===== src/hw/sa_cfg_pkg.sv =====
`default_nettype none

package sa_cfg_pkg;

    // array geometry
    localparam int PE_SIZE    = 4;
    localparam int DATA_WIDTH = 8;
    localparam int PSUM_WIDTH = 32;

    // one signed operand
    typedef logic signed [DATA_WIDTH-1:0] data_t;

    // one signed partial sum
    typedef logic signed [PSUM_WIDTH-1:0] psum_t;

    // operands of one matrix row, element c in byte c
    typedef logic [PE_SIZE*DATA_WIDTH-1:0] row_t;

    // one sum per column, column c in slice c
    typedef logic [PE_SIZE*PSUM_WIDTH-1:0] psum_row_t;

    // one enable per row or column
    typedef logic [PE_SIZE-1:0] en_vec_t;

endpackage

`default_nettype wire


===== src/hw/sa_bus_pkg.sv =====
`default_nettype none

package sa_bus_pkg;

    localparam int ADDR_WIDTH = 8;

    typedef logic [31:0]           word_t;
    typedef logic [ADDR_WIDTH-1:0] addr_t;

    // register map, byte addresses
    localparam addr_t ADDR_CTRL   = 8'h00;
    localparam addr_t ADDR_STATUS = 8'h04;
    // four rows each, row r at base + 4r
    localparam addr_t ADDR_X_BASE = 8'h10;
    localparam addr_t ADDR_W_BASE = 8'h20;
    // sixteen result words, R[t][c] at base + 16t + 4c
    localparam addr_t ADDR_R_BASE = 8'h40;

    // feeder sequencing
    typedef enum logic [1:0] {
        IDLE,
        PRELOAD,
        STREAM,
        DRAIN
    } feed_state_t;

endpackage

`default_nettype wire


===== src/hw/sa_feeder.sv =====
`timescale 1ns/1ps
`default_nettype none

module sa_feeder (
    input  logic                                    clk,
    input  logic                                    rst_n,
    input  logic                                    start_i,
    input  logic                                    full_i,
    output logic [$clog2(sa_cfg_pkg::PE_SIZE)-1:0]  row_idx_o,
    input  sa_cfg_pkg::row_t                        x_row_i,
    input  sa_cfg_pkg::row_t                        w_row_i,
    output sa_cfg_pkg::row_t                        ifmap_row_o,
    output logic                                    ifmap_preload_o,
    output sa_cfg_pkg::row_t                        weight_col_o,
    output sa_cfg_pkg::en_vec_t                     weight_en_o
);

    typedef logic [$clog2(sa_cfg_pkg::PE_SIZE)-1:0] idx_t;

    sa_bus_pkg::feed_state_t state_q;
    idx_t                    cnt_q;
    logic                    last;
    logic                    streaming;

    assign last      = (cnt_q == idx_t'(sa_cfg_pkg::PE_SIZE - 1));
    assign streaming = (state_q == sa_bus_pkg::STREAM);

    always_ff @(posedge clk or negedge rst_n) begin
        if (!rst_n) begin
            state_q <= sa_bus_pkg::IDLE;
            cnt_q   <= '0;
        end else begin
            case (state_q)
                sa_bus_pkg::IDLE: begin
                    cnt_q <= '0;
                    if (start_i) begin
                        state_q <= sa_bus_pkg::PRELOAD;
                    end
                end
                sa_bus_pkg::PRELOAD, sa_bus_pkg::STREAM: begin
                    cnt_q <= last ? '0 : cnt_q + 1'b1;
                    if (last) begin
                        state_q <= streaming ? sa_bus_pkg::DRAIN : sa_bus_pkg::STREAM;
                    end
                end
                sa_bus_pkg::DRAIN: begin
                    if (full_i) begin
                        state_q <= sa_bus_pkg::IDLE;
                    end
                end
                default: state_q <= sa_bus_pkg::IDLE;
            endcase
        end
    end

    // X goes in bottom row first, W rows in order
    assign row_idx_o       = streaming ? cnt_q : idx_t'(sa_cfg_pkg::PE_SIZE - 1) - cnt_q;
    assign ifmap_row_o     = x_row_i;
    assign ifmap_preload_o = (state_q == sa_bus_pkg::PRELOAD) && (cnt_q == '0);

    // row r sees its weight r cycles after row 0
    for (genvar r = 0; r < sa_cfg_pkg::PE_SIZE; r++) begin : g_skew
        sa_cfg_pkg::data_t w_pipe [r+1];
        logic              en_pipe [r+1];

        always_ff @(posedge clk) begin
            w_pipe[0] <= w_row_i[sa_cfg_pkg::DATA_WIDTH*r +: sa_cfg_pkg::DATA_WIDTH];
            for (int k = 1; k <= r; k++) begin
                w_pipe[k] <= w_pipe[k-1];
            end
        end

        always_ff @(posedge clk or negedge rst_n) begin
            if (!rst_n) begin
                for (int k = 0; k <= r; k++) begin
                    en_pipe[k] <= 1'b0;
                end
            end else begin
                en_pipe[0] <= streaming;
                for (int k = 1; k <= r; k++) begin
                    en_pipe[k] <= en_pipe[k-1];
                end
            end
        end

        assign weight_col_o[sa_cfg_pkg::DATA_WIDTH*r +: sa_cfg_pkg::DATA_WIDTH] = w_pipe[r];
        assign weight_en_o[r] = en_pipe[r];
    end

endmodule

`default_nettype wire


===== config.mk =====
export PLATFORM = sky130hd
export DESIGN_NAME = sa_feeder
export DESIGN_NICKNAME = d
export VERILOG_FILES = /design/src/hw/sa_cfg_pkg.sv /design/src/hw/sa_bus_pkg.sv /design/src/hw/sa_feeder.sv
export SDC_FILE = /design/constraint.sdc
export NUM_CORES = 1
export LEC_CHECK = 0
export ABC_CLOCK_PERIOD_IN_PS = 2000
export BUFFER_PORTS_ARGS = -buffer_cell sky130_fd_sc_hd__buf_2
export CAP_MARGIN = 20
export CORE_ASPECT_RATIO = 1.25
export CORE_MARGIN = 4
export CORE_UTILIZATION = 42
export DETAILED_ROUTE_END_ITERATION = 12
export GPL_TIMING_DRIVEN = 0
export PLACE_DENSITY = 0.78
export SYNTH_ARGS = -nofsm -noshare
export SYNTH_HDL_FRONTEND = slang
export SYNTH_SLANG_ARGS = --single-unit

===== constraint.sdc =====
create_clock -name clk -period 2 [get_ports clk]
set_input_delay 0 -clock clk [delete_from_list [all_inputs] [get_ports clk]]
set_output_delay 0 -clock clk [all_outputs]
set_load 0.005 [all_outputs]

==> impl_metrics.env, run 1 <==
export IMPL_post_route_util_pct=64.7
export IMPL_final_cell_mix="106 x buf_2, 80 x dfxtp_1, 49 x buf_4, 33 x dlygate4sd3_1, 10 x clkbuf_8"
export IMPL_worst_r2r_setup_slack_ps=500
export IMPL_row_count=30
export IMPL_timing_max_cap_violations=0
export IMPL_drt_pre_antenna_iters=2
export IMPL_io_buffer_count=106
export IMPL_maxSlewViolCount=0
export IMPL_global_placer_s_final_weighted_congestion=0.622
export IMPL_floorplan_die_area_sq_um=6910
export IMPL_worst_ep_required_time_ps=2220
export IMPL_drt_iter0_drc=22
export IMPL_multi_input_area_sq_um=174
export IMPL_synth_yosys_seq_area_share_pct=76.2
export IMPL_vias_per_cell=3.88
export IMPL_routed_wire_length_per_instance_um=11.6
export IMPL_die_width_um=75.1
export IMPL_place_detailed_hpwl_mm=3.05
export IMPL_cts_tree="done"
export IMPL_setup_repair_after_global_routing_missed_its_margin="no"
export IMPL_run_status="finished, final reports clean"
export IMPL_crit_arrival_ps=1720
export IMPL_final_min_clock_period_ps=1500
export IMPL_synth_top_cells_by_area="dfxtp_1 68%, buf_4 16%, dfrtp_1 8.5%"
export IMPL_design_core_area_sq_um=5440
export IMPL_critical_register_to_register_path_endpoint="state_q[1]$_DFFE_PN0P_"
export IMPL_global_route_usage_total_pct=13.7
export IMPL_synth_avg_cell_area_sq_um=14.5
export IMPL_io_count=139
export IMPL_worst_setup_hold_path_clk_slew_ps=80
export IMPL_fmax_mhz=666
export IMPL_initial_utilization_pct=43.5
export IMPL_ys_warn_count=0
export IMPL_clk_insertion_delay_late_ps=340
export IMPL_vias_in_the_first_global_route=1572
export IMPL_cp_end_kind="register"
export IMPL_yosys_mux_area_fraction_pct=0.899
export IMPL_htree_levels=3
export IMPL_cts_buffers_inserted=9
export IMPL_synthDominantAreaCellType="dfxtp_1"
export IMPL_synth_simple_area_share_pct=1.27
export IMPL_grt_overflow_total=0
export IMPL_hold_slack_ps=27.3
export IMPL_timing_critical_path_fanout_max=5
export IMPL_detail_route_drc_violations=0
export IMPL_synth_top_cell_area_share_pct=67.7
export IMPL_start_kind="register"
export IMPL_min_period_over_period_pct=75.0
export IMPL_maxSlewHeadroom_pct=84.8
export IMPL_postSynthNetCount=237
export IMPL_final_hold_violation_count=0
export IMPL_crit_reg2reg_launch="state_q[1]$_DFFE_PN0P_"
export IMPL_synth_compound_area_share_pct=1.27
export IMPL_postSynthRegisterBits=88
export IMPL_via_count=1487
export IMPL_finalNetCount=387
export IMPL_synth_cell_type_count=17
export IMPL_critical_path_slowest_cell="dfrtp_1"
export IMPL_grt_max_degree=17
export IMPL_combinational_family_with_the_most_area_after_synthesis="buffers and inverters"
export IMPL_totalNegativeSetupSlack_ps=0
export IMPL_criticalPathCategory="reg -> reg"
export IMPL_slew_at_the_pin_closest_to_its_max_slew_limit_ps=227
export IMPL_cts_root_buffer_cell="clkbuf_8"
export IMPL_layout_filler_cells=392
export IMPL_post_cts_repair_setup_buffers=0
export IMPL_mostFrequentLayoutCell="buf_2"
export IMPL_holdCritPathClass="in -> async"
export IMPL_timing_critical_path_cells="inv_1, ha_1, nand2b_1, o221ai_2, mux2_1"
export IMPL_antenna_found_initial=0
export IMPL_ff2ff_path_depth=5
export IMPL_postSynthCellCount=163
export IMPL_finalClockSkew_ps=7.68
export IMPL_clock_tree_buffer_depth=2
export IMPL_design_power_total_mw=3.87
export IMPL_syn_area_sq_um=2370
export IMPL_cts_resized_gates=0
export IMPL_layout_drive_gt1_share_pct=54.4
export IMPL_ir_worst_vdd_v=0.000835
export IMPL_power_density_nw_per_um2=1100
export IMPL_final_seq_area_sq_um=1800
export IMPL_antenna_nets_post_route=0
export IMPL_first_pass_grt_wire_length_mm=6.89
export IMPL_holdBufCountCts=33
export IMPL_numClockSinks=88
export IMPL_synth_adder_area_share_pct=3.17
export IMPL_postRouteWirelength_mm=4.45
export IMPL_die_height_um=91.9
export IMPL_finalSetupViolCount=0
export IMPL_timing_critical_path_slowest_cell_delay_ps=400
export IMPL_leakage_power_nw=1.78
export IMPL_post_synth_xor_area_fraction_pct=0.740
export IMPL_layout_area_overhead_vs_synth_pct=48.8
cell usage after synthesis (all sizes together):
master / count
dfxtp: 80
buf: 49
dfrtp: 8
ha: 6
inv: 6
nand2: 2
o21ai: 2
xnor2: 2
a21oi: 1
and2: 1
mux2: 1
mux2i: 1
nand2b: 1
nor2: 1
o221ai: 1
or3: 1
where the power goes:
part / internal [mW] / switching (mW)
registers: 1.91 / 0.0712
clock network: 0.626 / 0.598
logic: 0.384 / 0.279
total: 2.92 / 0.948
layer usage:
layer / wire length (um) / global-route usage (%) / up-vias
met5: 0 / 0 / -
met4: 59 / 6.27 / 0
met2: 2530 / 25.5 / 78
met1: 1320 / 11.1 / 649
met3: 532 / 7.13 / 7
li1: - / - / 753
metrics by stage:
step	instances	setup WS, ps	cell area [sq um]
2_1_floorplan	163	612	2370
3_3_place_gp	333	539	2980
3_5_place_dp	333	504	2980
4_1_cts	382	494	3520
5_1_grt	382	384	3520
6_report	383	499	3520
cells by family after synthesis:
logic type / after synthesis
DFF: 88
buffers and inverters: 55
adders and majority gates: 6
and+or+nand+nor: 6
AOI/OAI and AO/OA: 4
xor gates and xnor gates: 2
muxes: 2
state kept, by name (all words and copies together) (netlist names):
register,flops
state_q,2
g_skew.en_pipe,2
cnt_q,2
g_skew.w_pipe,80
weight_en_o,2
layout make-up:
type / count / area share [%]
sequential: 88 / 51.2
inverter: 6 / 0.640
multi-input combinational: 20 / 4.94
buffer: 49 / 10.4
antenna: 1 / 0.0711
clock buffer: 10 / 3.91
timing repair buffer: 139 / 24.4
tap: 64 / 2.27
clock inverter: 6 / 2.10
how the worst max path moves through the flow:
| stage | start | to | slack (ps) | depth (start not counted) |
|---|---|---|---|---|
| 3_5_place_dp | state_q[0]$_DFFE_PN0P_ | state_q[1]$_DFFE_PN0P_ | 500 | 5 |
| 5_1_grt | state_q[0]$_DFFE_PN0P_ | state_q[1]$_DFFE_PN0P_ | 380 | 5 |
| 3_3_place_gp | state_q[0]$_DFFE_PN0P_ | state_q[1]$_DFFE_PN0P_ | 540 | 5 |
| 2_1_floorplan | state_q[0]$_DFFE_PN0P_ | state_q[1]$_DFFE_PN0P_ | 610 | 5 |
| 4_1_cts | state_q[0]$_DFFE_PN0P_ | state_q[1]$_DFFE_PN0P_ | 490 | 5 |
| 6_report | state_q[1]$_DFFE_PN0P_ | state_q[1]$_DFFE_PN0P_ | 500 | 5 |
worst max-delay path: cells and delay by family, from the launching register on:
kind | cells | cell delay [ps]
compound gates | 1 | 120
simple gates | 1 | 120
buf+inv | 1 | 90
fa+ha+maj | 1 | 340
mux | 1 | 320
flops | 1 | 400
Power figures use the tool's default switching activity.
==> inputs of run 2 (changes only) <==
- ABC_CLOCK_PERIOD_IN_PS: 2000 -> 1300
- CORE_UTILIZATION: 42 -> 38
- PLACE_DENSITY: 0.78 -> 0.74
- clock period: 2 -> 1.3 ns (I/O delays scaled with it)
==> impl_metrics.env, run 2 (synthesized netlist as in run 1, its figures left out) <==
export IMPL_run_status="complete, but fails checks"
export IMPL_holdCritPathClass="in -> async"
export IMPL_power_density_nw_per_um2=1750
export IMPL_final_cell_mix="105 x buf_2, 80 x dfxtp_1, 52 x buf_4, 33 x dlygate4sd3_1, 9 x clkbuf_8"
export IMPL_layout_drive_gt1_share_pct=58.7
export IMPL_initial_utilization_pct=39.9
export IMPL_leakage_power_nw=1.80
export IMPL_power_switching_share_pct=27.6
export IMPL_numClockSinks=88
export IMPL_io_buffer_count=106
export IMPL_comb_power_share_pct=23.6
export IMPL_hold_slack_ps=43.1
export IMPL_failed_checks="negative setup slack"
export IMPL_p_int_mw=4.61
export IMPL_drt_pre_antenna_iters=4
export IMPL_maxSlewViolCount=0
export IMPL_min_period_over_period_pct=108
export IMPL_cp_end_kind="register"
export IMPL_drt_iter0_drc=13
export IMPL_pre_cts_slack_ps=-95.0
export IMPL_mostFrequentLayoutCell="buf_2"
export IMPL_die_height_um=96.2
export IMPL_first_pass_grt_wire_length_mm=6.93
export IMPL_fmax_mhz=714
export IMPL_setup_repair_after_global_routing_missed_its_margin="yes"
export IMPL_top_register="g_skew.w_pipe"
export IMPL_clock_tree_buffer_depth=2
export IMPL_worst_ep_required_time_ps=1540
export IMPL_antenna_found_initial=0
export IMPL_layout_area_overhead_vs_synth_pct=53.9
export IMPL_routed_wire_length_per_instance_um=11.6
export IMPL_vias_per_cell=3.71
export IMPL_postRouteWirelength_mm=4.67
export IMPL_grt_overflow_total=0
export IMPL_post_route_util_pct=61.4
export IMPL_maxSlewHeadroom_pct=85.3
export IMPL_global_route_usage_total_pct=12.3
export IMPL_criticalPathCategory="reg -> reg"
export IMPL_floorplan_die_area_sq_um=7560
export IMPL_io_count=139
export IMPL_cts_tree="done"
export IMPL_timing_critical_path_fanout_max=4
export IMPL_finalNetCount=391
export IMPL_crit_arrival_ps=1640
export IMPL_final_hold_violation_count=0
export IMPL_via_count=1499
export IMPL_number_of_flip_flops_in_the_largest_register=80
export IMPL_vias_in_the_first_global_route=1567
export IMPL_row_count=31
export IMPL_slew_at_the_pin_closest_to_its_max_slew_limit_ps=221
export IMPL_final_min_clock_period_ps=1400
export IMPL_final_critical_path_setup_slack_ps=-99.6
export IMPL_detail_route_drc_violations=0
export IMPL_start_kind="register"
export IMPL_antenna_nets_post_route=0
export IMPL_finalClockSkew_ps=3.75
export IMPL_clk_insertion_delay_late_ps=340
export IMPL_timing_max_cap_violations=0
export IMPL_grt_max_degree=19
export IMPL_worst_setup_hold_path_clk_slew_ps=90
export IMPL_place_detailed_hpwl_mm=3.12
export IMPL_ir_worst_vdd_v=0.00124
export IMPL_clock_power_share_pct=27.8
export IMPL_cts_buffers_inserted=9
export IMPL_cts_root_buffer_cell="clkbuf_8"
export IMPL_die_width_um=78.6
export IMPL_design_core_area_sq_um=5930
export IMPL_switching_power_total_mw=1.76
export IMPL_insertedDiodeCount=0
export IMPL_htree_levels=3
export IMPL_global_placer_s_final_weighted_congestion=0.618
export IMPL_power_sequential_fraction_pct=48.6
export IMPL_finalSetupViolCount=5
-- run 2: worst max-delay path, cell delays in order, from the launching register on --
cell      delay, ps
dfrtp_2         470
inv_4           100
ha_4            220
nand2b_4         80
o221ai_4        110
mux2_4          310
-- run 2: metal layers --
layer  track usage, %  vias up  routed length, um
li1                 -      762                  -
met1             10.2      639               1530
met2             23.0       94               2460
met3             7.68        4                650
met4             5.25        0                 31
met5                0        -                  0
-- run 2: timing repair --
action | 4_1_cts | 5_1_grt
gates cloned | 0 | 0
hold buffers | 33 | 0
endpoints found under the setup margin | 5 | 6
pin swaps | 0 | 2
gates resized for setup | 4 | 11
endpoints found under the hold margin | 40 | 0
setup buffers | 1 | 3
-- run 2: area by class of cell --
type,instances,area (sq um)
well taps,82,103
plain buffers,49,368
inverters,6,25.0
flip-flops and latches,88,1800
repair buffers,143,901
clock buffers,9,124
clock inverters,7,73.8
fillers,485,2290
multi-input cells,20,243
-- run 2: final timing paths --
check                                                from  slack (ps)  cells past startpoint                        endpoint
max reg2reg                        state_q[0]$_DFFE_PN0P_        -100                      5          state_q[1]$_DFFE_PN0P_
min in group clk                                   full_i          60                      3          state_q[0]$_DFFE_PN0P_
max in group asynchronous                           rst_n        1070                      2          state_q[1]$_DFFE_PN0P_
min                                                 rst_n          40                      2  g_skew[2].en_pipe[1]$_DFF_PN0_
min reg2reg                g_skew[3].w_pipe[2][4]$_DFF_P_         330                      0  g_skew[3].w_pipe[3][4]$_DFF_P_
max                                state_q[0]$_DFFE_PN0P_        -100                      5          state_q[1]$_DFFE_PN0P_
-- run 2: power by group through the flow --
stage,Combinational (mW),Sequential [mW],Clock [mW]
detailed placement,1.03,3.12,0
CTS,1.23,3.06,1.86
global placement,0.980,3.11,0
global route,1.63,3.13,1.97
finish,1.50,3.09,1.77
floorplan,0.642,3.11,0
-- run 2: metrics by stage --
step	cells	area, sq um	total power [mW]	setup TNS (ps)
final	404	3640	6.37	-219
after CTS	401	3570	6.15	-286
after global placement	351	3010	4.09	-53.6
after detailed placement	351	3010	4.15	-95.0
after global routing	404	3640	6.73	-560
after floorplan	163	2380	3.75	-5.12
==> inputs of run 3 (changes only) <==
- TNS_END_PERCENT: not set -> 20
==> impl_metrics.env, run 3 (synthesized netlist as in run 1, its figures left out) <==
export IMPL_worst_r2r_setup_slack_ps=-100
export IMPL_place_detailed_hpwl_mm=3.12
export IMPL_first_pass_grt_wire_length_mm=6.93
export IMPL_dpl_cell_area_sq_um=3010
export IMPL_clock_tree_buffer_depth=2
export IMPL_critical_path_stages=5
export IMPL_slew_at_the_pin_closest_to_its_max_slew_limit_ps=221
export IMPL_top_register="g_skew.w_pipe"
export IMPL_criticalPathCategory="reg -> reg"
export IMPL_timing_critical_path_cells="inv_4, ha_4, nand2b_4, o221ai_4, mux2_4"
export IMPL_worstSetupStartpoint="state_q[0]$_DFFE_PN0P_"
export IMPL_leakage_power_nw=1.80
export IMPL_cpLargestDelayFamily="flip-flops"
export IMPL_clk_insertion_delay_late_ps=340
export IMPL_met3_usage_in_global_routing_pct=7.68
export IMPL_number_of_flip_flops_in_the_largest_register=80
export IMPL_antenna_found_initial=0
export IMPL_clock_power_share_pct=27.8
export IMPL_p_int_mw=4.61
export IMPL_drt_iter0_drc=13
export IMPL_timing_max_cap_violations=0
export IMPL_vias_in_the_first_global_route=1567
export IMPL_cts_root_buffer_cell="clkbuf_8"
export IMPL_global_route_usage_total_pct=12.3
export IMPL_crit_reg2reg_launch="state_q[0]$_DFFE_PN0P_"
export IMPL_grt_overflow_total=0
export IMPL_final_hold_violation_count=0
export IMPL_busiest_layer="met2"
export IMPL_floorplan_die_area_sq_um=7560
export IMPL_critical_register_to_register_path_endpoint="state_q[1]$_DFFE_PN0P_"
export IMPL_cp_end_kind="register"
export IMPL_start_kind="register"
export IMPL_switching_power_total_mw=1.76
export IMPL_crit_arrival_ps=1640
export IMPL_global_placer_s_final_weighted_congestion=0.618
export IMPL_cts_buffers_inserted=9
export IMPL_cts_tree="done"
export IMPL_antenna_nets_post_route=0
export IMPL_min_period_over_period_pct=108
export IMPL_postRouteWirelength_mm=4.67
export IMPL_stdcell_area_sq_um=3640
export IMPL_setup_repair_after_global_routing_missed_its_margin="yes"
export IMPL_layout_area_overhead_vs_synth_pct=53.9
export IMPL_die_width_um=78.6
export IMPL_hold_slack_ps=43.1
export IMPL_run_status="complete, but fails checks"
export IMPL_die_height_um=96.2
export IMPL_io_count=139
export IMPL_timing_critical_path_slowest_cell_delay_ps=470
export IMPL_final_min_clock_period_ps=1400
export IMPL_ir_worst_vdd_v=0.00124
export IMPL_setup_worst_path_end="state_q[1]$_DFFE_PN0P_"
export IMPL_detail_route_drc_violations=0
export IMPL_maxSlewHeadroom_pct=85.3
export IMPL_mostFrequentLayoutCell="buf_2"
export IMPL_drt_pre_antenna_iters=4
export IMPL_power_sequential_fraction_pct=48.6
export IMPL_design_power_total_mw=6.37
export IMPL_finish_cell_count_without_fillers=404
export IMPL_numClockSinks=88
export IMPL_finalClockSkew_ps=3.75
export IMPL_cp_num_buf_inv=1
export IMPL_design_core_area_sq_um=5930
export IMPL_insertedDiodeCount=0
export IMPL_final_critical_path_setup_slack_ps=-99.6
export IMPL_worst_ep_required_time_ps=1540
export IMPL_timing_critical_path_fanout_max=4
export IMPL_via_count=1499
export IMPL_layout_drive_gt1_share_pct=58.7
export IMPL_routed_wire_length_per_instance_um=11.6
export IMPL_failed_checks="negative setup slack"
export IMPL_finalNetCount=391
export IMPL_vias_per_cell=3.71
export IMPL_grtUsageMet2_pct=23.0
export IMPL_critical_path_slowest_cell="dfrtp_2"
export IMPL_power_density_nw_per_um2=1750
export IMPL_maxSlewViolCount=0
export IMPL_totalNegativeSetupSlack_ps=-219
export IMPL_worst_setup_hold_path_clk_slew_ps=90
export IMPL_ff2ff_path_depth=5
export IMPL_row_count=31
export IMPL_final_cell_mix="105 x buf_2, 80 x dfxtp_1, 52 x buf_4, 33 x dlygate4sd3_1, 9 x clkbuf_8"
export IMPL_holdCritPathClass="in -> async"
export IMPL_comb_power_share_pct=23.6
export IMPL_gr_usage_met1_pct=10.2
export IMPL_grt_max_degree=19
export IMPL_htree_levels=3
export IMPL_initial_utilization_pct=39.9
export IMPL_finalSetupViolCount=5
export IMPL_fmax_mhz=714
export IMPL_power_switching_share_pct=27.6
export IMPL_post_place_cells=351
export IMPL_io_buffer_count=106
[run 3: routing by layer]
metal / vias up / routed length [um]
li1: 762 / -
met1: 639 / 1530
met2: 94 / 2460
met3: 4 / 650
met4: 0 / 31
met5: - / 0
[run 3: power groups by stage]
stage,combinational (mW),sequential [mW],clock [mW]
after floorplan,0.642,3.11,0
after global placement,0.980,3.11,0
after detailed placement,1.03,3.12,0
after CTS,1.23,3.06,1.86
after global routing,1.63,3.13,1.97
final,1.50,3.09,1.77
[run 3: timing repair]
action,CTS,global route
hold buffers,33,0
resized for setup,4,11
gates cloned,0,0
pin swaps,0,2
endpoints found under the hold margin,40,0
setup buffers,1,3
endpoints found under the setup margin,5,6
[run 3: cell type report]
class,count,area (sq um)
Fill cell,485,2290
Sequential cell,88,1800
Inverter,6,25.0
Clock buffer,9,124
Multi-Input combinational cell,20,243
Clock inverter,7,73.8
Buffer,49,368
Tap cell,82,103
Timing Repair Buffer,143,901
[run 3: worst min-delay path by stage]
stage	end	slack, ps	cells after the start
after global placement	weight_en_o[3]$_DFF_PN0_	-160	1
after floorplan	cnt_q[0]$_DFFE_PN0P_	-300	0
after detailed placement	g_skew[2].en_pipe[1]$_DFF_PN0_	-150	1
after global routing	g_skew[2].en_pipe[1]$_DFF_PN0_	40	2
after CTS	g_skew[2].en_pipe[1]$_DFF_PN0_	1	2
final	g_skew[2].en_pipe[1]$_DFF_PN0_	40	2
[run 3: stage by stage]
stage / setup slack (ps) / util (%)
floorplan: -5.12 / -
global placement: -53.6 / 50.8
detailed placement: -95.0 / 50.8
CTS: -81.8 / 60.1
global route: -133 / 61.4
finish: -99.6 / 61.4
